[config.mk]
export PLATFORM = sky130hd
export DESIGN_NAME = coef_loader
export DESIGN_NICKNAME = d
export VERILOG_FILES = /design/src/common/cnn_ctrl_pkg.sv /design/src/logic/coef_loader.sv
export VERILOG_INCLUDE_DIRS = /design/src /design/src/common
export SDC_FILE = /design/constraint.sdc
export NUM_CORES = 1
export LEC_CHECK = 0
export ABC_CLOCK_PERIOD_IN_PS = 2029
export BUFFER_PORTS_ARGS = -buffer_cell sky130_fd_sc_hd__buf_2
export CAP_MARGIN = 20
export CORE_MARGIN = 8
export CORE_UTILIZATION = 38
export DETAILED_ROUTE_END_ITERATION = 7
export HOLD_SLACK_MARGIN = 0.08
export SYNTH_ARGS = -nofsm -noshare
export SYNTH_HDL_FRONTEND = slang
export SYNTH_SLANG_ARGS = --single-unit
[constraint.sdc]
create_clock -name clk -period 2.03 [get_ports clk]
set_input_delay 0.203 -clock clk [delete_from_list [all_inputs] [get_ports clk]]
set_output_delay 0.203 -clock clk [all_outputs]
set_load 0.05 [all_outputs]
[src/common/cnn_macros.svh]
`ifndef CNN_MACROS_SVH
`define CNN_MACROS_SVH

// image is square, width equals height
`define CNN_IMG_W 8
`define CNN_IN_CH 2
`define CNN_OUT_CH 2

// signed sample and weight width
`define CNN_PIX_W 8
`define CNN_BIAS_W 16
`define CNN_ACC_W 20

`define CNN_TAPS 9
`define CNN_COORD_W 4

`endif

[src/common/cnn_ctrl_pkg.sv]
`default_nettype none
`include "cnn_macros.svh"

package cnn_ctrl_pkg;

	// position of an output pixel in the unpadded result
	typedef struct packed
	{
		logic [`CNN_COORD_W-1:0] row;
		logic [`CNN_COORD_W-1:0] col;
	} out_coord_t;

	// coefficient chain shifts while filling, frozen once held
	typedef enum logic
	{
		LOAD_FILL,
		LOAD_HELD
	} load_state_t;

endpackage

`default_nettype wire

[src/logic/coef_loader.sv]
`timescale 1ns/1ps
`default_nettype none

module coef_loader #(
	parameter type entry_t = logic [7:0],
	parameter int N = 4
) (
	input logic clk,
	input logic rst,
	input logic load_valid,
	input entry_t load_data,
	output entry_t [N-1:0] chain,
	output logic held
);
	import cnn_ctrl_pkg::*;

	localparam int cnt_w = $clog2(N + 1);
	localparam logic [cnt_w-1:0] last_word = cnt_w'(N - 1);

	load_state_t state;
	logic [cnt_w-1:0] count;

	// word 0 enters at the top and walks down to entry 0
	always_ff @(posedge clk or posedge rst)
	begin
		if (rst)
		begin
			state <= LOAD_FILL;
			count <= '0;
			chain <= '0;
		end
		else if (state == LOAD_FILL && load_valid)
		begin
			for (int i = 0; i < N - 1; i++)
			begin
				chain[i] <= chain[i + 1];
			end
			chain[N - 1] <= load_data;
			if (count == last_word)
			begin
				state <= LOAD_HELD;
			end
			else
			begin
				count <= count + 1'b1;
			end
		end
	end

	// frozen until the next reset
	assign held = (state == LOAD_HELD);

endmodule

`default_nettype wire

After elaboration in Yosys (flattened, before gate mapping) --
Cells that the tools add are included.
Storage, ports and cells: register bits 36, output and inout bits 33, word-level logic and storage cells 13
Cells by class: add/subtract/negate cells 1, eq/ne operators 1, bitwise logic cells 2, reduce and logical (&&, ||, !) cells 3
Operators with widths (number):
- AND reduction 2 bit | 2
- adder 3 x 1 -> 3 bit (second input constant) | 1
- == test 3 x 2 -> 1 bit (second input constant) | 1
- NOT 1 bit | 2
- logical AND 1 bit | 1

Longest topological paths before layout --
word-level depth 3, gate-level depth with buffers 4, gate-level depth less buffers 4

Least setup slack after synthesis --
OpenSTA, ideal clock, no wires.
kind register -> register, start point register state, in the netlist held, end point register chain[0] (netlist name), arrival time 1.437 ns, path slack 0.467 ns, stages on the path, launching flop included 5, buffers on the path 2, period minus slack after synthesis 1.563 ns, cells stage by stage dfrtp_1 -> nand2b_4 -> buf_6 -> buf_6 -> mux2_4
Between the ends: word-level cells in the longest chain between the ends 2
RTL lines:
- start: declaration | line coef_loader.sv:20 | load_state_t state;
- start signal: assignment | line coef_loader.sv:28 | state <= LOAD_FILL;
- start signal: assignment | line coef_loader.sv:41 | state <= LOAD_HELD;
- NOT 1 bit | line coef_loader.sv:32 | else if (state == LOAD_FILL && load_valid)
- logical AND 1 bit | line coef_loader.sv:32
- end signal: indexed assignment | line coef_loader.sv:36 | chain[i] <= chain[i + 1];
- end signal: indexed assignment | line coef_loader.sv:38 | chain[N - 1] <= load_data;
- end: declaration | line coef_loader.sv:12 | output entry_t [N-1:0] chain,
Every way passes these cells. A chain may end at the register's enable or synchronous reset.

Final worst setup path --
start point register count[0], end point register count[1]
Between the ends: word-level cells in the longest chain between the ends 3, elaborated cells between the ends (all ways) 4, classes of those cells add/sub: 1; eq/ne: 1; bitwise: 1; reduce/logical: 1
RTL lines:
- start: declaration | line coef_loader.sv:21 | logic [cnt_w-1:0] count;
- start signal: assignment | line coef_loader.sv:45 | count <= count + 1'b1;
- branches (longest 3 deep; another with adder 3 x 1 -> 3 bit)
Several ways; the timed one is not identified.

==> results by group <==
Logic synthesis
  – Cells after Synth: slightly above 80
  – Syn avg cell area: between 15 and 20 sq um
  – Portion of the post-synthesis area used by sequential elements: 0.595
  – Fraction of the mapped netlist area in adder cells: 0.0165
  – Fraction of the mapped netlist area in compound gates: 0.00495
  – Post-synthesis instance area: 1520 sq um
  – Fraction of synthesized area in multiplexers: 0.326
  – Synthesis warning total: 0
  – Synth Area in XOR/XNOR: 0.00578
  – Area contributors post-synth: sky130_fd_sc_hd__dfrtp_1, sky130_fd_sc_hd__mux2_4, sky130_fd_sc_hd__buf_6
  – Simple-gate share of the synthesized area: 0.0173
  – Number of nets in the synthesized netlist: 95
  – Distinct cell type count after synthesis: 11
  – Top cell type's share of synthesized area: 0.595
  – Number of register bits inferred by synthesis: 36
  – Cell taking the most area after synthesis: sky130_fd_sc_hd__dfrtp_1
  – Combinational family with the most area after synthesis: multiplexers

GRT
  – Maximum number of pins on one net before global-route repair: 37
  – Wire length of the first global-routing pass: 4.44 mm
  – Number of global-route vias before repair: between 900 and 1k
  – Total track usage: 0.0899
  – Sum of overflow across all layers after global routing: 0
  – Initial antenna violation count: 0

CTS
  – PostCTS Resize Cnt: 0
  – Clock Latency Late Sink: about 0.28 ns
  – Total clock sinks: 36
  – Deepest level of the CTS H-tree: 2
  – Setup repair bufs after CTS: 0
  – Clock Tree Root: sky130_fd_sc_hd__clkbuf_8
  – TritonCTS buffer count: 5
  – Buffers from clock root to sink, at most: 2
  – Reg clk slew, reported paths: 0.07 ns
  – TritonCTS clock tree: built

Route
  – Total length of routed wires: about 2.7 mm
  – Violation count after the first detailed-routing iteration: 18
  – Number of vias per cell: between 4 and 5
  – Final ANT Viol Nets: 0
  – First-pass detailed-route iteration total: 4
  – Number of vias after detailed routing: 811
  – Number of remaining DRC errors: 0
  – Per-cell routed wire length: approximately 15 microns

Worst setup path
  – Endpoint required time on the critical path: 2.20 ns
  – Crit-path leading delay family: adder cells
  – Critical Path Source Type: flop
  – Cell type with the highest occurrence count on the critical path: sky130_fd_sc_hd__ha_1
  – CP max FO: 3
  – Crit path depth: 4
  – Largest stage delay on the critical path: about 0.40 ns
  – Buffering stage count on the worst path with inverters included: 0
  – Cells on worst reg2reg path: 4
  – Startpoint of the worst-slack reg-to-reg timing path: count[0]$_DFFE_PP0P_
  – Crit end category: flop
  – Worst reg2reg path endpoint: count[1]$_DFFE_PP0P_
  – Cell chain of the critical path: ha_1, ha_1, nor3b_2, mux2_2
  – Capturing instance or port of the critical path: count[1]$_DFFE_PP0P_
  – Worst setup path startpoint: count[0]$_DFFE_PP0P_
  – Classification of the worst setup path: reg2reg
  – Worst reg2reg setup slack: approximately 0.43 ns
  – Crit path DAT: around 1.8 ns
  – Slowest CP cell: sky130_fd_sc_hd__dfrtp_1

Hold path
  – Type of the worst min-delay path: in2reg

STA
  – Final number of max-transition violations: 0
  – Max Freq: ~630 MHz
  – Fin. Hold Viols: 0
  – Setup repair after global routing missed its margin: false
  – Post-route minimum period: 1.60 ns
  – Final critical-path share of the clock period: 0.787
  – Relative slew slack: 0.595
  – Tightest Pin Transition: 0.607 ns
  – Final worst-path setup slack: approximately 0.43 ns
  – Post-route setup TNS: 0 ns
  – Clock tree skew after final layout: around 0.0047 ns
  – Hold_ws: approximately 0.14 ns
  – Count of endpoints failing setup in the final report: 0

Floorplanning
  – Die area: roughly 6300 sq um
  – Number of top-level pins: between 40 and 50
  – Die Y: between 70 and 80 microns
  – Initial standard-cell utilization of the core: 0.387
  – Row cnt: 23
  – Core area: slightly below 4000 sq um
  – Horiz. Die Dim: a little under 80 microns

Placed design
  – Buffers on Ports: 43
  – HPWL after DPL: between 1.5 and 2 mm
  – Post-place setup slack: approximately 0.44 ns
  – Placement Cell Area: ~1800 sq um
  – RePlAce Congestion: about 0.64

Cells and area
  – Final Instance Area: between 1500 and 2000 sq um
  – Fraction of layout instances using a drive strength above 1: 0.664
  – Antenna diode count: 0
  – Area Growth Syn to Fin: 24.9%
  – Nets: approximately 140

Flow run
  – Count of max-cap constraint violations: 0

Status
  – Run status: completed
## how the worst min path moves through the flow
stage | from | to | slack, ns | cells after the start
floorplan | load_valid | held$_DFFE_PP0P_ | 0.32 | 1
global placement | rst | chain[6]$_DFFE_PP0P_ | 0.33 | 3
detailed placement | rst | chain[6]$_DFFE_PP0P_ | 0.34 | 3
CTS | load_data[5] | chain[29]$_DFFE_PP0P_ | 0.13 | 2
global route | load_data[4] | chain[28]$_DFFE_PP0P_ | 0.12 | 2
finish | load_data[4] | chain[28]$_DFFE_PP0P_ | 0.14 | 2
## through the flow
stage	utilization	instances
floorplan	-	82
global placement	0.449	172
detailed placement	0.449	172
CTS	0.483	181
global route	0.483	181
finish	0.483	181
## layout make-up
type                       instances  area (sq um)
multi-input combinational         40           562
tap                               50          62.6
inverter                           2          7.51
clock inverter                     1          30.0
fill                             367          2020
timing repair buffer              45           233
clock buffer                       7          96.3
sequential                        36           901
## synthesized netlist by cell type (all sizes together)
library cell	number
ha	2
dfrtp	36
mux2	33
nor3b	1
nand2b	1
inv	2
mux2i	1
xor2	1
a21o	1
buf	4
## kinds of logic after synthesis
family          count (synthesis)
fa+ha+maj                       2
xor+xnor                        1
simple gates                    2
compound gates                  1
flops                          36
mux                            34
buf+inv                         6
## worst register-to-register path, cell delays in order, from the launching register on
cell	delay, ns
sky130_fd_sc_hd__dfrtp_1	0.40
sky130_fd_sc_hd__ha_1	0.22
sky130_fd_sc_hd__ha_1	0.20
sky130_fd_sc_hd__nor3b_2	0.30
sky130_fd_sc_hd__mux2_2	0.37
## layout by cell type, fill, tap and decap left out
cell	n
sky130_fd_sc_hd__mux2_4	30
sky130_fd_sc_hd__a21o_1	1
sky130_fd_sc_hd__ha_1	2
sky130_fd_sc_hd__mux2_2	3
sky130_fd_sc_hd__buf_4	1
sky130_fd_sc_hd__nand2b_4	1
sky130_fd_sc_hd__inv_1	2
sky130_fd_sc_hd__mux2i_1	1
sky130_fd_sc_hd__buf_2	43
sky130_fd_sc_hd__clkbuf_8	7
sky130_fd_sc_hd__bufinv_16	1
sky130_fd_sc_hd__dlygate4sd3_1	1
sky130_fd_sc_hd__dfrtp_1	36
sky130_fd_sc_hd__nor3b_2	1
sky130_fd_sc_hd__xor2_1	1
## sequential cells by signal, indices dropped and copies added, names as in the netlist
| signal | count |
|---|---|
| chain | 32 |
| count | 3 |
| held | 1 |
## metal layers
layer | vias to the layer above | share of wire | track usage
met3 | 5 | 0.083 | 0.0463
li1 | 377 | - | -
met1 | 398 | 0.46 | 0.103
met4 | 0 | 0.014 | 0.0389
met2 | 31 | 0.44 | 0.137
met5 | - | 0 | 0
## repair_timing
action | in CTS | in global routing
hold endpoints to repair | 36 | 0
hold buffers | 1 | 0
setup endpoints to repair | 0 | 0
Power is left out: the tool's default activity adds up to more than one toggle a clock period on the data nets, which glitch-free logic cannot reach.
