## config.mk

```make
export PLATFORM = sky130hd
export DESIGN_NAME = pixel_window
export DESIGN_NICKNAME = d
export VERILOG_FILES = /design/src/common/cnn_ctrl_pkg.sv /design/src/common/cnn_data_pkg.sv /design/src/window/pixel_window.sv
export VERILOG_INCLUDE_DIRS = /design/src /design/src/common
export SDC_FILE = /design/constraint.sdc
export NUM_CORES = 1
export LEC_CHECK = 0
export CAP_MARGIN = 20
export CORE_ASPECT_RATIO = 1.5
export CORE_UTILIZATION = 57
export CTS_CLUSTER_DIAMETER = 120
export DETAILED_ROUTE_END_ITERATION = 6
export DONT_BUFFER_PORTS = 1
export GPL_TIMING_DRIVEN = 1
export HOLD_SLACK_MARGIN = 0.05
export PLACE_DENSITY = 0.72
export SETUP_SLACK_MARGIN = 0.1
export SYNTH_ARGS = -nofsm -noshare
export SYNTH_HDL_FRONTEND = slang
export SYNTH_SLANG_ARGS = --single-unit
```

## constraint.sdc

```tcl
create_clock -name clk -period 32.7 [get_ports clk]
set_input_delay 6.54 -clock clk [delete_from_list [all_inputs] [get_ports clk]]
set_output_delay 6.54 -clock clk [all_outputs]
set_load 0.03 [all_outputs]
```

## src/common/cnn_macros.svh

```systemverilog
`ifndef CNN_MACROS_SVH
`define CNN_MACROS_SVH

// image is square, width equals height
`define CNN_IMG_W 8
`define CNN_IN_CH 2
`define CNN_OUT_CH 2

// signed sample and weight width
`define CNN_PIX_W 8
`define CNN_BIAS_W 16
`define CNN_ACC_W 20

`define CNN_TAPS 9
`define CNN_COORD_W 4

`endif

```

## src/common/cnn_ctrl_pkg.sv

```systemverilog
`default_nettype none
`include "cnn_macros.svh"

package cnn_ctrl_pkg;

	// position of an output pixel in the unpadded result
	typedef struct packed
	{
		logic [`CNN_COORD_W-1:0] row;
		logic [`CNN_COORD_W-1:0] col;
	} out_coord_t;

	// coefficient chain shifts while filling, frozen once held
	typedef enum logic
	{
		LOAD_FILL,
		LOAD_HELD
	} load_state_t;

endpackage

`default_nettype wire

```

## src/common/cnn_data_pkg.sv

```systemverilog
`default_nettype none
`include "cnn_macros.svh"

package cnn_data_pkg;

	typedef logic signed [`CNN_PIX_W-1:0] sample_t;

	// channel 0 in the low bits
	typedef sample_t [`CNN_IN_CH-1:0] pixel_vec_t;

	// one weight per input channel, same layout as a pixel
	typedef sample_t [`CNN_IN_CH-1:0] weight_vec_t;

	typedef logic signed [`CNN_BIAS_W-1:0] bias_t;

	typedef logic signed [`CNN_ACC_W-1:0] acc_t;

	// tap 0 top-left, row-major
	typedef pixel_vec_t [`CNN_TAPS-1:0] window_t;

	// one output beat
	typedef struct packed
	{
		cnn_ctrl_pkg::out_coord_t coord;
		acc_t [`CNN_OUT_CH-1:0] result;
	} conv_out_t;

endpackage

`default_nettype wire

```

## src/window/pixel_window.sv

```systemverilog
`timescale 1ns/1ps
`default_nettype none
`include "cnn_macros.svh"

module pixel_window (
	input logic clk,
	input logic rst,
	input logic shift,
	input cnn_data_pkg::pixel_vec_t pix,
	output cnn_data_pkg::window_t window
);
	import cnn_data_pkg::*;

	// two full lines plus three pixels of the current line
	localparam int depth = 2 * `CNN_IMG_W + 3;

	pixel_vec_t chain [depth];

	// entry 0 is the newest pixel
	always_ff @(posedge clk or posedge rst)
	begin
		if (rst)
		begin
			for (int i = 0; i < depth; i++)
			begin
				chain[i] <= '0;
			end
		end
		else if (shift)
		begin
			chain[0] <= pix;
			for (int i = 1; i < depth; i++)
			begin
				chain[i] <= chain[i - 1];
			end
		end
	end

	// newest pixel is bottom-right, one line back per W entries
	always_comb
	begin
		for (int rr = 0; rr < 3; rr++)
		begin
			for (int cc = 0; cc < 3; cc++)
			begin
				window[rr * 3 + cc] = chain[(2 - rr) * `CNN_IMG_W + (2 - cc)];
			end
		end
	end

endmodule

`default_nettype wire

```

# [After elaboration in Yosys (flattened, before gate mapping)]
# Index checks and enable logic that the tools add are counted.
[totals] ff_bits=304 input_bits=19 word_cells=38

# [Longest topological paths before layout]
# Gate-level depths: netlist (run 1).
[logic_depth] ltp_word=0 depth_mapped=4 mapped_depth_nobuf=1

# [Worst setup path after synthesis (run 1)]
# Ideal clock, no wire load.
[synth_timing] kind="input to register" from="input port shift" to="register chain[103] (netlist name)" setup_time_ps=125 arrival_ps=7255 slack_ps=25320 stages=4 path_cell_list="buf_6 -> buf_6 -> buf_6 -> mux2_4"
[synth_lines] element="from (decl)" line_no="pixel_window.sv:8" text="input logic shift,"
[synth_lines] element="to (signal, indexed assignment)" line_no="pixel_window.sv:34" text="chain[i] <= chain[i - 1];"
[synth_lines] element="to (decl)" line_no="pixel_window.sv:17" text="pixel_vec_t chain [depth];"
# No word-level cell between the ends.

# [Worst setup path after layout (run 1)]
[layout_timing] from="register chain (netlist bit window[67])" to="output port window[67] (netlist name)"
[layout_lines] element="to (decl)" line_no="pixel_window.sv:10" text="output cnn_data_pkg::window_t window"
# No word-level cell between the ends.

==> results.tsv, run 1 <==
metric	value	unit
synth-edff-count	0	
dpl_worst_slack	24.36	ns
synthesis.nets	806	
clock_latency	0.53	ns
maxCapViolCount	0	
grt_pass1_vias	5734	
cts_resized	0	
grt_overflow	0	
grt_max_degree	305	
hold_violations	0	
cp-end-kind	output port	
hold_buffers	0	
multi_input_area	0.00440	mm²
synth_top_area_share	0.566	
drt-initial-drc-count	258	
power_leakage	6.44	nW
fin_nets	660	
rows	68	
wl_per_cell	18.8	µm
diodes	0	
grt_use_total	0.155	
area_growth	-0.707	%
seq_area	0.00761	mm²
crit_fanout	3	
power.density	100	mW/mm²
yosysTopAreaCell	dfrtp_1	
status	completed	
synthesis.area	0.0134	mm²
dieWidth	127	µm
routed_wl	18.3	mm
startpoint_type	register	
cts_inserted_buffers	28	
drive_gt1_frac	0.533	
syn_inst	787	
ir_drop	0.0481	mV
yosysMostFrequentCell	dfrtp_1	
rsz0062_at_grt	false	
antenna_found_initial	0	
vias_per_cell	5.30	
grt_pass1_wl	30.6	mm
avgSynthCellArea	17.1	µm²
ant_nets	0	
required	26.16	ns
first_pass_iters	4	
path_class	reg2out	
relSlewSlack	0.355	
hp-class	reg2reg	
synth.distinct_cells	7	
reg2reg_slack	31.70	ns
die_h	190	µm
post_cts_buffers	0	
setup_viol	0	
worst_pin_slew	0.968	ns
path_clk_slew	0.06	ns
async_flop_share	1.00	
drc	0	
num_vias	5172	
start_util	0.583	
gp_congestion	0.684	
setup_tns	0	ns
cts-htree-levels	1	
io_buffers	0	
yosys-top-cells-count	dfrtp_1, mux2_4, buf_4	
core_area	0.0231	mm²
clock-sinks	304	
fmaxAchievable	0.130	GHz
ys_top_cells_by_area	dfrtp_1, mux2_4, buf_4	
nFillCells	1735	
tritoncts	done	
clock_path_buffers	3	
fin_crit_sh	0.235	
synth_seq_cells	304	
yosysSeqAreaShare	0.566	
fin_crit	7.69	ns
maxSlewViolCount	0	
arrival	1.15	ns
yosysWarnings	0	
synth_flop_cell	dfrtp_1	
cts_root_buf	clkbuf_16	
die_area	0.0242	mm²
timing.final.ws_setup	25.01	ns
dp_hpwl	10.9	mm
io_pins	163	
skew	0.00569	ns
-- cells in the final DEF (no fill, tap or decap) --
cell	netlist	final
clkbuf_8	0	9
clkinv_2	0	5
mux2_4	260	260
mux2_2	44	44
bufinv_16	0	1
buf_4	144	2
clkbuf_16	0	29
clkbuf_1	0	4
inv_8	0	1
dfrtp_1	304	304
clkinvlp_4	0	1
-- per-stage QoR --
stage          hold WS [ns]  power [W]  std cells  area [µm²]   util
2_1_floorplan         0.475    0.00107        787       13400      -
3_3_place_gp          0.484    0.00101        926       12400  0.539
3_5_place_dp          0.491    0.00103        926       12400  0.539
4_1_cts               0.505    0.00136        975       13400  0.579
5_1_grt               0.519    0.00141        975       13400  0.579
6_report              0.503    0.00134        975       13400  0.579
-- cell type report --
type / instances / area share
clock inverters: 7 / 0.00468
flip-flops and latches: 304 / 0.570
multi-input cells: 304 / 0.329
well taps: 315 / 0.0295
repair buffers: 2 / 0.00112
inverters: 1 / 0.000843
clock buffers: 42 / 0.0647
-- registers in the layout (all words and copies together), names as in the netlist --
name    cells
chain     160
window    144
-- report_power, final --
part           internal [W]  total (W)  switching (W)  leakage, nW
combinational      0.000189   0.000234      0.0000448         2.34
sequential         0.000525   0.000785       0.000260         3.65
clock              0.000189   0.000323       0.000134        0.461
-- cell families after synthesis --
group / count (synthesis) / synth area share
buffers and inverters: 179 / 0.107
muxes: 304 / 0.327
DFF: 304 / 0.566
-- routing by layer --
metal / wire length (µm) / vias up / share of wire / track usage
met5: 0 / - / 0 / 0
met1: 7690 / 2739 / 0.42 / 0.200
met4: 493 / 0 / 0.027 / 0.0582
li1: - / 2253 / - / -
met3: 1030 / 35 / 0.056 / 0.0352
met2: 9100 / 145 / 0.50 / 0.256
-- path summary, 6_finish.rpt --
check                      cells past startpoint  startpoint         end
max in group asynchronous                      2         rst  window[25]
min                                            1  chain[108]   chain[92]
max                                            0  window[67]  window[67]
min reg2reg                                    1  chain[108]   chain[92]
min in group asynchronous                      1         rst  chain[248]
max reg2reg                                    1  window[67]  window[67]
Power figures use the tool's default switching activity.
==> inputs of run 2 (changes only) <==
--- a/config.mk
+++ b/config.mk
@@ -6,6 +6,7 @@
 export SDC_FILE = /design/constraint.sdc
 export NUM_CORES = 1
 export LEC_CHECK = 0
+export ABC_AREA = 1
 export CAP_MARGIN = 20
 export CORE_ASPECT_RATIO = 1.5
 export CORE_UTILIZATION = 57
==> constraint.sdc (replaced) <==
create_clock -name clk -period 7.2 [get_ports clk]
set_input_delay 1.44 -clock clk [delete_from_list [all_inputs] [get_ports clk]]
set_output_delay 1.44 -clock clk [all_outputs]
set_load 0.03 [all_outputs]
==> results.tsv, run 2 <==
metric	value	unit	change
drive_gt1_frac	0.0362		was 0.533
regMostFlops	chain		unchanged
tritoncts	done		unchanged
cts_resized	0		unchanged
rsz0062_at_grt	false		unchanged
synthesis.area	0.0126	mm²	was 0.0134 mm²
clock-sinks	304		unchanged
gp_congestion	0.753		was 0.684
setup_tns	0	ns	unchanged
yosysMostFrequentCell	nand2_1		was dfrtp_1
nFillCells	1968		was 1735
cp-end-kind	output port		unchanged
grt_max_degree	306		was 305
required	5.76	ns	was 26.16 ns
cts_inserted_buffers	28		unchanged
fin_crit_sh	0.356		
arrival	1.13	ns	was 1.15 ns
largest_reg_flops	160		unchanged
synth.distinct_cells	8		was 7
worst_pin_slew	0.955	ns	was 0.968 ns
grtUsageMet3	0.0347		was 0.0352
area_growth	-1.77	%	was -0.707%
dieWidth	123	µm	was 127 µm
crit_fanout	3		unchanged
skew	0.0136	ns	was 0.00569 ns
path_class	reg2out		unchanged
clock_path_buffers	3		unchanged
core_area	0.0217	mm²	was 0.0231 mm²
critical_path.startpoint	window[77]		was window[67]
power.density	338	mW/mm²	was 100 mW/mm²
grt_pass1_wl	35.6	mm	was 30.6 mm
io_pins	163		unchanged
yosysWarnings	0		unchanged
die_h	184	µm	was 190 µm
start_util	0.581		was 0.583
worstHoldStart	chain[186]		was chain[108]
grt_overflow	0		unchanged
wl_per_cell	13.8	µm	was 18.8 µm
die_area	0.0227	mm²	was 0.0242 mm²
routed_wl	21.3	mm	was 18.3 mm
ys_top_cells_by_area	dfrtp_1, nand2_1, buf_4		was dfrtp_1, mux2_4, buf_4
avgSynthCellArea	8.83	µm²	was 17.1 µm²
yosys-top-cells-count	nand2_1, dfrtp_1, buf_4		was dfrtp_1, mux2_4, buf_4
yosysSeqAreaShare	0.603		was 0.566
worstReg2RegStart	window[82]		was window[67]
ant_nets	0		unchanged
dp_hpwl	12.4	mm	was 10.9 mm
num_vias	7703		was 5172
status	completed		unchanged
hold_buffers	0		unchanged
rows	66		was 68
hold_path_depth	2		was 1
syn_inst	1429		was 787
post_cts_buffers	0		unchanged
power_leakage	7.05	nW	was 6.44 nW
layout_common_cells	nand2_1, dfrtp_1, clkbuf_16		was dfrtp_1, mux2_4, mux2_2
fmaxAchievable	0.390	GHz	
yosysTopAreaCell	dfrtp_1		unchanged
async_flop_share	1.00		unchanged
first_pass_iters	4		unchanged
antenna_found_initial	0		unchanged
grt_use_total	0.192		was 0.155
maxCapViolCount	0		unchanged
cts_root_buf	clkbuf_16		unchanged
synth_top_area_share	0.603		was 0.566
busiest_layer	met2		unchanged
grt_pass1_vias	7496		was 5734
synth_flop_cell	dfrtp_1		unchanged
startpoint_type	register		unchanged
hp-class	reg2reg		unchanged
grt_use_met1	0.246		was 0.200
cts-htree-levels	1		unchanged
synthesis.nets	1448		was 806
relSlewSlack	0.363		was 0.355
post-route-cell-area	0.0124	mm²	was 0.0134 mm²
ir_drop	0.222	mV	was 0.0481 mV
place_area	0.0114	mm²	was 0.0124 mm²
fin_crit	2.57	ns	
synth_seq_cells	304		unchanged
io_buffers	0		unchanged
maxSlewViolCount	0		unchanged
vias_per_cell	4.99		was 5.30
clock_latency	0.53	ns	about the same
hold_violations	0		unchanged
use_met2	0.333		was 0.256
drt-initial-drc-count	587		was 258
cp.depth	0		unchanged
synth-edff-count	0		unchanged
diodes	0		unchanged
setup_viol	0		unchanged
reg2regPathDepth	2		was 1
drc	0		unchanged
path_clk_slew	0.07	ns	was 0.06 ns
fin_nets	1272		was 660
final_common_cell	nand2_1		was dfrtp_1
[run 2: kinds of logic after synthesis]
| kind of cell | Yosys count | synth area share |
|---|---|---|
| buffers and inverters | 213 | 0.125 |
| flip-flops | 304 | 0.603 |
| AND/OR/NAND/NOR | 912 | 0.271 |
[run 2: final cells by class]
class                      count  area [µm²]  share of cell area
inverter                       2        18.8             0.00151
multi-input combinational    912        3420               0.276
sequential                   304        7610               0.614
tap                          272         340              0.0275
timing repair buffer           5        70.1             0.00566
clock buffer                  45         846              0.0683
clock inverter                 4        83.8             0.00677
[run 2: final timing paths]
kind                         endpoint  slack, ns
hold reg to reg            chain[186]       0.47
setup reg to reg           window[82]       6.35
min in group asynchronous   window[1]       0.82
setup / recovery           window[77]       4.63
max in group asynchronous  window[95]       5.06
hold / removal             chain[186]       0.47
[run 2: power breakdown]
part / internal (W) / total (W) / switching [W] / leakage (nW)
Clock: 0.000873 / 0.00149 / 0.000614 / 0.448
Combinational: 0.000113 / 0.000295 / 0.000182 / 2.57
Sequential: 0.00196 / 0.00241 / 0.000442 / 4.04
Total: 0.00295 / 0.00419 / 0.00124 / 7.05
[run 2: per-stage QoR]
stage	setup WS [ns]	utilization	std cells	power (W)	hold slack, ns
floorplan	1.72	-	1429	0.00283	0.442
global route	4.59	0.570	1544	0.00439	0.483
detailed placement	3.78	0.526	1494	0.00274	0.458
finish	4.63	0.570	1544	0.00419	0.468
CTS	4.34	0.569	1543	0.00424	0.474
global placement	3.79	0.526	1494	0.00272	0.453
[run 2: routing by layer]
layer	up-vias	share of wire
li1	3777	-
met1	3745	0.43
met2	150	0.51
met3	31	0.047
met4	0	0.020
met5	-	0
==> inputs of run 3 (changes only) <==
==> constraint.sdc (replaced) <==
create_clock -name clk -period 2.4 [get_ports clk]
set_input_delay 0.48 -clock clk [delete_from_list [all_inputs] [get_ports clk]]
set_output_delay 0.48 -clock clk [all_outputs]
set_load 0.03 [all_outputs]
==> results.tsv, run 3 (synthesized netlist as in run 2, its figures left out) <==
metric	value	unit	change
drt-initial-drc-count	470		was 587
vias_per_cell	4.98		was 4.99
fin_cells	1551		was 1544
gp_congestion	0.793		was 0.753
grt_overflow	0		unchanged
cts_root_buf	clkbuf_16		unchanged
wl_per_cell	13.9	µm	was 13.8 µm
power	0.0123	W	was 0.00419 W
busiest_layer	met2		unchanged
whs	0.0691	ns	was 0.468 ns
fin_crit	1.61	ns	
grt_use_met1	0.248		was 0.246
tritoncts	done		unchanged
worst_pin_slew	0.573	ns	was 0.955 ns
setup_tns	0	ns	unchanged
diodes	0		unchanged
dp.cells	1504		was 1494
p_sw_frac	0.298		was 0.296
required	1.92	ns	was 5.76 ns
relSlewSlack	0.618		was 0.363
grtUsageMet3	0.0291		was 0.0347
first_pass_iters	4		unchanged
fmaxAchievable	0.619	GHz	
setup_viol	0		unchanged
clock_latency	0.53	ns	about the same
grt_pass1_wl	36.3	mm	was 35.6 mm
largest_reg_flops	160		unchanged
io_pins	163		unchanged
area_growth	-1.26	%	was -1.77%
cts-htree-levels	1		unchanged
skew	0.00993	ns	was 0.0136 ns
num_vias	7728		was 7703
rows	66		unchanged
antenna_found_initial	0		unchanged
path_class	reg2out		unchanged
io_buffers	0		unchanged
rsz0062_at_grt	false		unchanged
combinationalPowerShare	0.074		was 0.071
power.density	989	mW/mm²	was 338 mW/mm²
start_util	0.581		unchanged
cts_inserted_buffers	28		unchanged
cp-end-kind	output port		unchanged
critical_path.startpoint	window[83]		was window[77]
path_clk_slew	0.06	ns	was 0.07 ns
grt_pass1_vias	7592		was 7496
maxSlewViolCount	0		unchanged
worstReg2RegStart	window[123]		was window[82]
ant_nets	0		unchanged
hold_violations	0		unchanged
clock_path_buffers	3		unchanged
die_h	184	µm	unchanged
status	completed		unchanged
power_leakage	7.10	nW	was 7.05 nW
drive_gt1_frac	0.0438		was 0.0362
p_clk_frac	0.339		was 0.355
p_switching	0.00366	W	was 0.00124 W
power.internal	0.00865	W	was 0.00295 W
drc	0		unchanged
startpoint_type	register		unchanged
post_cts_buffers	0		unchanged
hp-class	in2reg		was reg2reg
pwr-share-seq	0.587		was 0.574
routed_wl	21.5	mm	was 21.3 mm
maxCapViolCount	0		unchanged
dieWidth	123	µm	unchanged
clock-sinks	304		unchanged
core_area	0.0217	mm²	unchanged
grt_use_total	0.196		was 0.192
final_common_cell	nand2_1		unchanged
fin_nets	1283		was 1272
ir_drop	0.653	mV	was 0.222 mV
regMostFlops	chain		unchanged
die_area	0.0227	mm²	unchanged
layout_common_cells	nand2_1, dfrtp_1, clkbuf_16		unchanged
fin_crit_sh	0.673		
grt_max_degree	306		unchanged
dp_hpwl	13.2	mm	was 12.4 mm
arrival	1.13	ns	about the same
use_met2	0.334		was 0.333
crit_fanout	3		unchanged
worstHoldStart	pix[9]		was chain[186]
run 3: changes by cell type in the layout (fill, tap and decap cells not counted), sizes merged:
cell	previous run	this run
bufinv	2	0
clkinv	1	3
dlygate4sd3	0	2
clkbuf	45	41
buf	5	14
run 3: power groups by stage:
stage / Sequential, W / Combinational, W / Clock (W)
floorplan: 0.00636 / 0.00214 / 0
global placement: 0.00732 / 0.000891 / 0
detailed placement: 0.00733 / 0.000937 / 0
CTS: 0.00724 / 0.000944 / 0.00428
global route: 0.00734 / 0.00110 / 0.00449
finish: 0.00723 / 0.000911 / 0.00417
run 3: final timing paths:
kind                            cells after the start  slack, ns           to
worst min-delay path                                2       0.07  window[137]
worst max register to register                      2       1.55  window[123]
max in group asynchronous                           4       1.16    chain[84]
worst max-delay path                                0       0.79   window[83]
worst min register to register                      2       0.47   chain[233]
min in group asynchronous                           3       0.45   window[33]
run 3: final cells by class:
cell class | instances | area, µm²
Multi-Input combinational cell | 912 | 3420
Fill cell | 1951 | 9270
Sequential cell | 304 | 7610
Clock buffer | 41 | 841
Clock inverter | 4 | 22.5
Timing Repair Buffer | 16 | 200
Tap cell | 272 | 340
Inverter | 2 | 18.8
run 3: timing repair:
action,4_1_cts,5_1_grt
resized for setup,0,0
setup endpoints to repair,0,0
hold buffers,2,0
hold endpoints to repair,31,0
run 3: stage by stage:
step	utilization	worst slack [ns]	instance area (µm²)
after floorplan	-	-2.12	12600
after global placement	0.533	0.973	11600
after detailed placement	0.533	0.954	11600
after CTS	0.573	0.759	12500
after global routing	0.573	0.752	12500
final	0.573	0.786	12500
run 3: per-layer routing:
| layer | vias up | share of wire | wire length, µm |
|---|---|---|---|
| li1 | 3793 | - | - |
| met3 | 55 | 0.040 | 856 |
| met2 | 165 | 0.50 | 10800 |
| met4 | 0 | 0.039 | 840 |
| met1 | 3715 | 0.42 | 9010 |
| met5 | - | 0 | 0 |
