[src/common/cnn_macros.svh]
`ifndef CNN_MACROS_SVH
`define CNN_MACROS_SVH

// image is square, width equals height
`define CNN_IMG_W 8
`define CNN_IN_CH 2
`define CNN_OUT_CH 2

// signed sample and weight width
`define CNN_PIX_W 8
`define CNN_BIAS_W 16
`define CNN_ACC_W 20

`define CNN_TAPS 9
`define CNN_COORD_W 4

`endif

[src/common/cnn_ctrl_pkg.sv]
`default_nettype none
`include "cnn_macros.svh"

package cnn_ctrl_pkg;

	// position of an output pixel in the unpadded result
	typedef struct packed
	{
		logic [`CNN_COORD_W-1:0] row;
		logic [`CNN_COORD_W-1:0] col;
	} out_coord_t;

	// coefficient chain shifts while filling, frozen once held
	typedef enum logic
	{
		LOAD_FILL,
		LOAD_HELD
	} load_state_t;

endpackage

`default_nettype wire

[src/logic/scan_ctrl.sv]
`timescale 1ns/1ps
`default_nettype none
`include "cnn_macros.svh"

module scan_ctrl (
	input logic clk,
	input logic rst,
	input logic pix_valid,
	input logic coef_ready,
	output logic accept,
	output logic win_valid,
	output cnn_ctrl_pkg::out_coord_t win_coord,
	output logic win_last
);
	localparam logic [`CNN_COORD_W-1:0] last_idx = `CNN_COORD_W'(`CNN_IMG_W - 1);
	localparam logic [`CNN_COORD_W-1:0] margin = `CNN_COORD_W'(2);

	logic [`CNN_COORD_W-1:0] row;
	logic [`CNN_COORD_W-1:0] col;
	logic full_window;

	// pixels before coefficients are loaded are dropped
	assign accept = pix_valid & coef_ready;

	assign full_window = (row >= margin) && (col >= margin);

	// raster position of the next pixel
	always_ff @(posedge clk or posedge rst)
	begin
		if (rst)
		begin
			row <= '0;
			col <= '0;
		end
		else if (accept)
		begin
			if (col == last_idx)
			begin
				col <= '0;
				// wraps into the next frame
				row <= (row == last_idx) ? '0 : row + 1'b1;
			end
			else
			begin
				col <= col + 1'b1;
			end
		end
	end

	always_ff @(posedge clk or posedge rst)
	begin
		if (rst)
		begin
			win_valid <= 1'b0;
			win_last <= 1'b0;
		end
		else
		begin
			win_valid <= accept && full_window;
			win_last <= accept && (row == last_idx) && (col == last_idx);
		end
	end

	// window origin is two rows up, two columns left
	always_ff @(posedge clk)
	begin
		if (accept)
		begin
			win_coord.row <= row - margin;
			win_coord.col <= col - margin;
		end
	end

endmodule

`default_nettype wire

[config.mk]
export PLATFORM = sky130hd
export DESIGN_NAME = scan_ctrl
export DESIGN_NICKNAME = d
export VERILOG_FILES = /design/src/common/cnn_ctrl_pkg.sv /design/src/logic/scan_ctrl.sv
export VERILOG_INCLUDE_DIRS = /design/src /design/src/common
export SDC_FILE = /design/constraint.sdc
export NUM_CORES = 1
export LEC_CHECK = 0
export CAP_MARGIN = 10
export CELL_PAD_IN_SITES_DETAIL_PLACEMENT = 0
export CELL_PAD_IN_SITES_GLOBAL_PLACEMENT = 2
export CORE_MARGIN = 4
export CORE_UTILIZATION = 36
export CTS_BUF_LIST = sky130_fd_sc_hd__clkbuf_16
export CTS_CLUSTER_DIAMETER = 100
export CTS_CLUSTER_SIZE = 24
export DETAILED_ROUTE_END_ITERATION = 16
export DONT_BUFFER_PORTS = 1
export GPL_TIMING_DRIVEN = 0
export PLACE_DENSITY_LB_ADDON = 0.3
export SYNTH_ARGS = -nofsm -noshare
export SYNTH_HDL_FRONTEND = slang
export SYNTH_SLANG_ARGS = --single-unit
[constraint.sdc]
create_clock -name clk -period 1.3 [get_ports clk]
set_input_delay 0.13 -clock clk [delete_from_list [all_inputs] [get_ports clk]]
set_output_delay 0.13 -clock clk [all_outputs]
set_load 0.01 [all_outputs]
**Yosys cells after proc, flatten, opt, wreduce, memory -nomap -nowiden**

Index checks and enable logic that the tools add are counted.

- Eq/ne operators: 2
- Mux-type cells: 2
- Bitwise operators: 1
- Reduce and logical (&&, ||, !) cells: 5
- $lt $le $gt $ge: 2
- Add/sub/neg operators: 4

Operators by type and width:

| kind | number |
|---|---|
| $add A4 B1 Y4 const B | 2 |
| $eq A4 B3 Y1 const B | 2 |
| $ge A4 B2 Y1 const B | 2 |
| $mux W4 | 2 |
| $sub A4 B2 Y4 const B | 2 |
| $logic_and A1 B1 Y1 | 4 |
| $reduce_and A2 Y1 | 1 |
| $and A1 B1 Y1 | 1 |

- Word-level logic and storage cells: 22
- Register bits: 18

**Longest topological paths before layout**

Gate-level depths: netlist (run 1).

- Word-level depth: 3
- Gate-level depth with buffers: 4
- Mapped depth without buffers: 4

**Worst setup path before layout (run 1)**

No wires, ideal clock.

- Path type: reg-to-reg
- From: register col[1]
- To: register row[0]
- Path slack: -0.060 ns
- Cell stages (with the launch flop): 5
- Arrival: 1.235 ns
- Library setup time: 0.125 ns
- Clock period less this slack: 1.360 ns
- Path through: dfrtp_1 -> ha_1 -> nand2_1 -> nor3_4 -> mux2_4

- Cells in the longest elaborated chain, start to end: 2

Ends and longest elaborated chain:

| item | line | RTL |
|---|---|---|
| from (decl) | scan_ctrl.sv:19 | `` logic [`CNN_COORD_W-1:0] col; `` |
| from (signal assigned) | scan_ctrl.sv:45 | `col <= col + 1'b1;` |
| $eq A4 B3 Y1 | scan_ctrl.sv:37 | `if (col == last_idx)` |
| $reduce_and A2 Y1 (no source line) | n/a |  |
| to (signal assigned) | scan_ctrl.sv:41 | `row <= (row == last_idx) ? '0 : row + 1'b1;` |
| to (decl) | scan_ctrl.sv:18 | `` logic [`CNN_COORD_W-1:0] row; `` |

Every way passes these cells.
A chain may end at the register's enable or synchronous reset.

**Worst setup path in the final report (run 1)**

- From: register row[1]
- To: register row[3]

- Cells in the longest elaborated chain, start to end: 2
- Elaborated cells on any way between the ends: 3
- Classes of those cells: 1 x add/sub; 1 x eq/ne; 1 x mux

Ends and longest elaborated chain:

| item | line |
|---|---|
| $add A4 B1 Y4 or $eq A4 B3 Y1 (tied branches) | scan_ctrl.sv:41 |
| $mux W4 * | scan_ctrl.sv:41 |

Every way passes the cells marked *; elsewhere a longest branch is shown, timed or not.

==> reports/results.txt, run 1 <==
Outcome = completed
Vias = 498
CTS max path bufs = 2
Max-slew violation count = 0
Post-Synth XOR/XNOR Area = 6.16%
Fmax = 0.788 GHz
Post-Route Utilization = 47.3%
Largest net degree at the start of global routing = 11
Max cap viols = 0
DRC Markers = 0
Port bufs = 0
Reg clk slew, reported paths = 0.05 ns
Crit Path Category = reg2reg
Worst flop-to-flop path startpoint = row[1]
Slew @ Worst Pin = 0.393 ns
Clock tree sinks = 18
Final hold vios = 0
TNS Setup = 0 ns
Slew headroom = 73.8%
Vias/cell = 4.74
Synth Area in Simple Gates = 12.0%
Crit path launch = row[1]
First-pass GRT wire length = 2650 um
Die H = 56.7 um
Crit share post-route = 97.7%
Crit-path cells = ha_1 > nand4_1 > o31a_1 > a41o_2
Post-synthesis sequential area ratio = 57.5%
Die X = 56.7 um
Pwr Density = 2210 nW/um^2
Distinct cells, synth = 24
Final-report setup violation count = 0
Leakage power total = 0.475 nW
Iter 0 DRT Violations = 3
Setup crit end kind = flop
Yosys warns = 0
Worst path max stage delay = 0.40 ns
Slowest CP cell = dfrtp_1
Crit path buffers/inverters = 0
Flop2flop setup slack = 0.03 ns
WL final = 1500 um
Gr usage total = 10.8%
Number of synthesized register bits = 18
Compound-gate portion of the synthesized area = 4.25%
Post-route antenna net violation count = 0
Total CTS buffers = 3
Commonest non-fill, non-tap cell in the layout = inv_1
Largest family of logic cells by synthesized area = simple AND/OR/NAND/NOR gates
Adder-Cell Fraction of Synth Area = 11.7%
Routed len/inst = 14.2 um
ANT cells = 0
TritonCTS clock tree = yes
Number of global-route vias before repair = 547
Initial antenna violation count = 0
CTS Root Cell = clkbuf_16
Critical Path Stages = 4
Std cell rows = 17
Commonest non-fill, non-tap cells in the layout = 11 x inv_1, 8 x dfrtp_1, 8 x edfxtp_1, 7 x ha_1, 6 x buf_4
Hold crit path type = in2reg
Critical Path RT = 1.43 ns
Die area = 3210 um^2
Area grow syn2layout = 23.8%
Crit path time final = 1.27 ns
Startpoint class of the critical path = flop
GR Overflow Total = 0
Mapped Area = 853 um^2
Unrepaired setup endpoints after global routing = yes
Mapped Avg Cell Area = 13.1 um^2
Fillers = 210
Total nets after synthesis = 77
Crit Path Max Fanout = 5
Reg-to-reg critical path endpoint = row[3]
Routability Congestion = 0.705
Layout cell share with drive strength beyond 1 = 27.3%
Worst Path Arrival = 1.40 ns
Clock latency on the worst-skew pair = 0.24 ns
H-tree depth = 1
Post-DP HPWL = 992 um
Critical Path End = row[3]
Initial Utilization = 38.2%
Pre-antenna DRT Iters = 2
Cells after Synth = 65
Total core area = 2230 um^2
Clk_skew = 0.00142 ns
Nets = 90
Maximum VDD drop = 0.899 mV
Mux cell area share after synthesis = 2.93%
Hold path depth = 2
Top-level I/O count = 15
R2r worst-path depth = 4
Top delay family on crit path = compound AO/OA/AOI/OAI gates
-- layout make-up --
cell class	count	area, um^2	area share [%]
sequential	18	493	46.7
multi-input combinational	35	337	31.9
clock buffer	3	75.1	7.11
timing repair buffer	8	66.3	6.28
inverter	11	41.3	3.91
tap	28	35.0	3.32
buffer	1	5.00	0.474
clock inverter	1	3.75	0.355
-- worst register-to-register path, cell delays in order (launching register included) --
cell,delay (ns)
dfrtp_1,0.40
ha_1,0.19
nand4_1,0.10
o31a_1,0.25
a41o_2,0.22
-- what timing repair did --
| action | in CTS | in global routing |
|---|---|---|
| endpoints found under the hold margin | 10 | 0 |
| gates resized for setup | 6 | 1 |
| cloned | 0 | 0 |
| pin swaps | 2 | 1 |
| hold buffers | 1 | 0 |
| buffers inserted | 4 | 3 |
| setup endpoints to repair | 6 | 4 |
-- through the flow --
stage | hold slack, ns | power (mW) | setup slack [ns] | std cells | instance area [um^2]
detailed placement | 0.0349 | 1.56 | -0.259 | 93 | 888
global route | 0.0755 | 2.52 | -0.0354 | 105 | 1060
finish | 0.0657 | 2.33 | 0.0304 | 105 | 1060
global placement | 0.0407 | 1.55 | -0.260 | 93 | 888
CTS | 0.0675 | 2.31 | 0.00173 | 102 | 1030
floorplan | -0.0298 | 1.41 | -0.0603 | 65 | 853
-- sequential cells by signal (all words and copies together) (netlist names) --
name and flops:
win_coord 8, col 4, row 4, win_last 1, win_valid 1
-- layer usage --
metal / wire [um] / vias up / global-route usage [%]
li1: - / 247 / -
met1: 701 / 239 / 13.4
met2: 724 / 10 / 17.5
met3: 62 / 2 / 2.53
met4: 8 / 0 / 5.08
met5: 0 / - / 0
-- how the worst min path moves through the flow --
stage / from / end / slack [ns]
2_1_floorplan: rst / col[0] / -0.03
3_3_place_gp: rst / win_last / 0.04
3_5_place_dp: rst / row[0] / 0.03
4_1_cts: pix_valid / col[2] / 0.07
5_1_grt: pix_valid / col[2] / 0.08
6_report: pix_valid / col[2] / 0.07
-- kinds of logic (layout without fill, tap and decap cells) --
logic type,after synthesis,after routing
muxes,2,2
DFF,18,18
AOI/OAI and AO/OA,5,5
adders and majority gates,8,8
xor gates and xnor gates,6,6
and+or+nand+nor,14,14
buffers and inverters,12,24
-- Yosys cell counts --
cell | instances | share of area [%]
nor3_4 | 1 | 1.9
nand4_1 | 2 | 1.5
o21ai_0 | 1 | 0.59
dfrtp_1 | 10 | 29
nor4_1 | 2 | 1.5
ha_1 | 8 | 12
mux2_4 | 1 | 1.8
clkbuf_2 | 1 | 0.59
o31a_1 | 1 | 1.0
a41o_2 | 1 | 1.3
nand2_1 | 2 | 0.88
mux2i_1 | 1 | 1.2
edfxtp_1 | 8 | 28
nand2_4 | 1 | 1.3
nor2_1 | 2 | 0.88
xnor2_1 | 3 | 3.1
and4_2 | 1 | 1.2
inv_1 | 11 | 4.8
nor4b_2 | 1 | 1.8
a21oi_1 | 1 | 0.59
a31oi_1 | 1 | 0.73
nor3_1 | 1 | 0.59
xor2_1 | 3 | 3.1
nand3_1 | 1 | 0.59
-- where the power goes --
| part | total, mW | switching, mW | internal (mW) | leakage (nW) |
|---|---|---|---|---|
| combinational | 0.727 | 0.361 | 0.366 | 0.243 |
| sequential | 1.00 | 0.187 | 0.814 | 0.193 |
| clock | 0.605 | 0.196 | 0.408 | 0.0385 |
Note: power is estimated with default switching activity, not from simulation.
==> inputs of run 2 (changes only) <==
--- a/config.mk
+++ b/config.mk
@@ -10,7 +10,7 @@
 export CELL_PAD_IN_SITES_DETAIL_PLACEMENT = 0
 export CELL_PAD_IN_SITES_GLOBAL_PLACEMENT = 2
 export CORE_MARGIN = 4
-export CORE_UTILIZATION = 36
+export CORE_UTILIZATION = 35
 export CTS_BUF_LIST = sky130_fd_sc_hd__clkbuf_16
 export CTS_CLUSTER_DIAMETER = 100
 export CTS_CLUSTER_SIZE = 24
@@ -18,6 +18,7 @@
 export DONT_BUFFER_PORTS = 1
 export GPL_TIMING_DRIVEN = 0
 export PLACE_DENSITY_LB_ADDON = 0.3
+export RECOVER_POWER = 25
 export SYNTH_ARGS = -nofsm -noshare
 export SYNTH_HDL_FRONTEND = slang
 export SYNTH_SLANG_ARGS = --single-unit
==> run 2 against run 1 <==
Compared with the run above:
- first-iteration DRC count grew 33%
- final area is 0.36% lower
- die area increased by 2.4%
- count of clock-buffer cells in the layout stayed put
- final cell count down 1.9%
- setup slack better by 0.0035 ns
- global-route usage is 0.71 points lower
- core utilization decreased by 1.0 points
- critical endpoint is now row[0]
- largest cell class unchanged
- flip-flop and latch count did not move
- non-clock buffer count shrank 2
- fmax is 0.28% higher
==> reports/results.txt, run 2 (synthesis results as in run 1) <==
Outcome = completed
Clk_skew = 0.00141 ns
First-pass GRT wire length = 2430 um
Vias/cell = 4.93
Area grow syn2layout = 23.3%
TritonCTS clock tree = yes
Leakage power total = 0.465 nW
CTS max path bufs = 2
Critical Path RT = 1.43 ns
Largest net degree at the start of global routing = 11
Routability Congestion = 0.777
Crit path time final = 1.27 ns
Setup crit end kind = flop
ANT cells = 0
Fmax = 0.790 GHz
Initial Utilization = 37.5%
Hold crit path type = in2reg
Final-report setup violation count = 0
Pre-antenna DRT Iters = 4
Die area = 3290 um^2
Crit share post-route = 97.4%
H-tree depth = 1
Gr usage total = 10.1%
DRC Markers = 0
Comb pwr share = 29.5%
Pwr Density = 2230 nW/um^2
Crit path buffers/inverters = 0
Crit-path cells = ha_4 > nand2_4 > nor3_4 > mux2_4
Worst path max stage delay = 0.39 ns
Max cap viols = 0
WL final = 1490 um
Total CTS buffers = 3
Clock tree sinks = 18
Finished Layout Cells = 103
Number of global-route vias before repair = 515
Max-slew violation count = 0
Port bufs = 0
Commonest non-fill, non-tap cell in the layout = inv_1
Nets = 88
Post-DP HPWL = 1010 um
Sequential group share of total power = 44.3%
Final setup margin = 0.0339 ns
Unrepaired setup endpoints after global routing = yes
Total core area = 2280 um^2
Maximum VDD drop = 0.959 mV
Worst Path Arrival = 1.40 ns
Setup Slack @ Placement = -0.230 ns
Placed Cells incl. Taps = 93
CTS Root Cell = clkbuf_16
Slew @ Worst Pin = 0.420 ns
Std cell rows = 17
GR Overflow Total = 0
Slew headroom = 72.0%
Largest register FFs = 8
Iter 0 DRT Violations = 4
Slowest CP cell = dfrtp_1
Top-level I/O count = 15
Final hold vios = 0
Switching pwr = 0.762 mW
Commonest non-fill, non-tap cells in the layout = 11 x inv_1, 8 x dfrtp_1, 8 x edfxtp_1, 6 x ha_1, 5 x buf_4
Largest regs = win_coord: 8 flops, col: 4 flops, row: 4 flops
Vias = 508
Clock latency on the worst-skew pair = 0.25 ns
Initial antenna violation count = 0
Crit Path Max Fanout = 3
Reg with most FFs = win_coord
Layout cell share with drive strength beyond 1 = 28.0%
Post-route antenna net violation count = 0
Die H = 57.4 um
Startpoint class of the critical path = flop
Routed len/inst = 14.4 um
Reg clk slew, reported paths = 0.05 ns
DP Area = 888 um^2
Post-Layout Inst Area = 1050 um^2
Clock share of power = 26.2%
Die X = 57.4 um
Crit Path Category = reg2reg
Net Sw Frac = 32.5%
Top delay family on crit path = flip-flops
Pint = 1.58 mW
Post-Route Utilization = 46.2%
==> run 2: worst reg2reg max path: cells and delay by family, from the launching register on <==
kind / cells / cell delay, ns
simple gates: 2 / 0.26
mux: 1 / 0.32
fa+ha+maj: 1 / 0.17
flops: 1 / 0.39
==> run 2: final timing paths <==
kind	from	to	slack [ns]	cells past startpoint
max	col[0]	row[0]	0.03	4
min	pix_valid	col[2]	0.05	2
max reg2reg	col[0]	row[0]	0.03	4
min reg2reg	row[0]	win_coord[4]	0.57	0
max in group asynchronous	rst	row[0]	0.65	2
min in group asynchronous	rst	row[2]	0.33	2
==> run 2: layout make-up <==
type	instances	area, um^2
Clock buffer	3	75.1
Clock inverter	1	3.75
Fill cell	204	1220
Inverter	11	41.3
Multi-Input combinational cell	35	345
Sequential cell	18	493
Tap cell	28	35.0
Timing Repair Buffer	7	58.8
==> run 2: metal layers <==
| layer | share of wire [%] | track usage [%] | vias up |
|---|---|---|---|
| li1 | - | - | 245 |
| met1 | 46 | 11.9 | 246 |
| met4 | 2.2 | 6.62 | 0 |
| met5 | 0 | 0 | - |
| met3 | 4.8 | 4.07 | 4 |
| met2 | 47 | 15.0 | 13 |
==> run 2: metrics by stage <==
stage | TNS [ns] | power (mW) | hold WS [ns]
finish | 0 | 2.35 | 0.0547
CTS | 0 | 2.31 | 0.0577
global route | -0.0316 | 2.52 | 0.0603
detailed placement | -0.488 | 1.58 | 0.0277
floorplan | -0.0603 | 1.41 | -0.0298
global placement | -0.672 | 1.55 | 0.0449
==> run 2: power groups by stage <==
stage | clock, mW | sequential (mW) | combinational [mW]
6_report | 0.616 | 1.04 | 0.692
5_1_grt | 0.656 | 1.07 | 0.793
4_1_cts | 0.626 | 0.999 | 0.682
3_5_place_dp | 0 | 1.02 | 0.557
3_3_place_gp | 0 | 1.02 | 0.530
2_1_floorplan | 0 | 0.965 | 0.449
==> run 2: repair_timing <==
item	in CTS	in global routing
pin swaps	2	2
buffers inserted	4	2
setup endpoints to repair	7	4
hold endpoints to repair	10	0
hold buffers	1	0
gates resized for setup	4	5
==> inputs of run 3 (changes only) <==
==> constraint.sdc (replaced) <==
create_clock -name clk -period 1.28 [get_ports clk]
set_input_delay 0.128 -clock clk [delete_from_list [all_inputs] [get_ports clk]]
set_output_delay 0.128 -clock clk [all_outputs]
set_load 0.01 [all_outputs]
==> run 3 against run 2 <==
Compared with the run above:
- wire length increased by 1.9%
- final area decreased by 0.24%
- via count decreased by 1.8%
- count of clock-buffer cells in the layout stayed put
- final cell count did not move
- non-clock buffer count unchanged
- combinational power rose by 2%
- setup slack got worse by 0.019 ns
- core utilization decreased by 0.11 points
- hold slack worse by 0.00078 ns
- critical endpoint unchanged
- largest cell class unchanged
==> reports/results.txt, run 3 (synthesis results as in run 1) <==
Clk_skew = 0.00135 ns
Met2 routed WL = 707 um
Commonest non-fill, non-tap cell in the layout = inv_1
Reg with most FFs = win_coord
Max-slew violation count = 0
Max cap viols = 0
Vias/cell = 4.84
Pre-antenna DRT Iters = 3
Routed len/inst = 14.7 um
Clock latency on the worst-skew pair = 0.25 ns
Critical Path RT = 1.41 ns
Worst path max stage delay = 0.39 ns
Startpoint class of the critical path = flop
Vias = 499
Nets = 88
Total core area = 2280 um^2
Crit Path Category = reg2reg
Number of global-route vias before repair = 516
Routability Congestion = 0.777
Post-DP HPWL = 1010 um
Gr usage total = 10.5%
GR Overflow Total = 0
Slowest CP cell = dfrtp_1
Slew @ Worst Pin = 0.425 ns
Port bufs = 0
Largest regs = win_coord: 8 flops, col: 4 flops, row: 4 flops
Maximum VDD drop = 0.968 mV
Die H = 57.4 um
Met3 wire length = 72 um
Fmax = 0.790 GHz
H-tree depth = 1
Die X = 57.4 um
Area grow syn2layout = 23.0%
Pwr Density = 2270 nW/um^2
Final-report setup violation count = 0
Worst Path Arrival = 1.40 ns
Std cell rows = 17
Largest net degree at the start of global routing = 11
Leakage power total = 0.466 nW
TritonCTS clock tree = yes
Final hold vios = 0
Met1 wire length = 700 um
Initial antenna violation count = 0
Unrepaired setup endpoints after global routing = yes
Top Layer Used = met4
Largest register FFs = 8
Commonest non-fill, non-tap cells in the layout = 11 x inv_1, 8 x dfrtp_1, 8 x edfxtp_1, 7 x ha_1, 5 x buf_4
First-pass GRT wire length = 2530 um
Post-Route Utilization = 46.1%
DRC Markers = 0
Slew headroom = 71.7%
Post-route antenna net violation count = 0
Hold crit path type = in2reg
Die area = 3290 um^2
CTS Root Cell = clkbuf_16
Final setup margin = 0.0149 ns
Clock tree sinks = 18
Initial Utilization = 37.5%
Crit-path cells = ha_4 > nand2_4 > nor3_4 > mux2_4
Total CTS buffers = 3
Layout cell share with drive strength beyond 1 = 26.7%
Setup crit end kind = flop
Crit Path Max Fanout = 3
Setup Slack @ Placement = -0.250 ns
Top-level I/O count = 15
WL final = 1510 um
Iter 0 DRT Violations = 3
CTS max path bufs = 2
Reg clk slew, reported paths = 0.05 ns
Outcome = completed
Crit share post-route = 98.8%
Crit path time final = 1.27 ns
Worst hold margin = 0.0539 ns
ANT cells = 0
==> run 3: cell counts in the layout (fill, tap and decap cells not counted) <==
Identical to the previous run, type by type.
==> run 3: metrics by stage <==
| step | power (mW) | setup TNS, ns | instance area [um^2] | instances |
|---|---|---|---|---|
| after global placement | 1.57 | -0.808 | 888 | 93 |
| after detailed placement | 1.60 | -0.597 | 888 | 93 |
| after global routing | 2.56 | -0.0641 | 1050 | 103 |
| final | 2.38 | 0 | 1050 | 103 |
| after floorplan | 1.44 | -0.0803 | 853 | 65 |
| after CTS | 2.40 | -0.00351 | 1040 | 104 |
==> run 3: area by class of cell <==
cell class	instances	area [um^2]
fill	204	1230
sequential	18	493
multi-input combinational	35	343
clock buffer	3	75.1
timing repair buffer	7	58.8
inverter	11	41.3
tap	28	35.0
clock inverter	1	3.75
==> run 3: routing by layer <==
layer,vias to the layer above,GRT usage [%]
li1,244,-
met1,238,12.6
met2,13,16.0
met3,4,4.07
met4,0,5.96
met5,-,0
==> run 3: path summary, 6_finish.rpt <==
check / slack (ns) / cells past startpoint / to / start
hold / removal: 0.05 / 2 / col[2] / pix_valid
setup reg to reg: 0.01 / 4 / row[0] / col[0]
max in group asynchronous: 0.63 / 2 / col[1] / rst
setup / recovery: 0.01 / 4 / row[0] / col[0]
min in group asynchronous: 0.33 / 2 / row[2] / rst
hold reg to reg: 0.57 / 0 / win_coord[4] / row[0]
==> run 3: where the power goes <==
part	switching, mW	internal, mW
clock	0.207	0.415
combinational	0.342	0.366
sequential	0.225	0.826
==> run 3: critical path, delay by kind of cell, from the launching register on <==
family	cells	cell delay (ns)
flip-flops	1	0.39
multiplexers	1	0.32
AND/OR/NAND/NOR	2	0.26
adder cells (fa/ha/maj)	1	0.17
==> run 3: repair_timing <==
item | in CTS | in global routing
hold endpoints to repair | 10 | 0
hold buffers | 1 | 0
setup endpoints to repair | 7 | 4
pin swaps | 2 | 1
resized for setup | 5 | 3
buffers inserted | 6 | 0
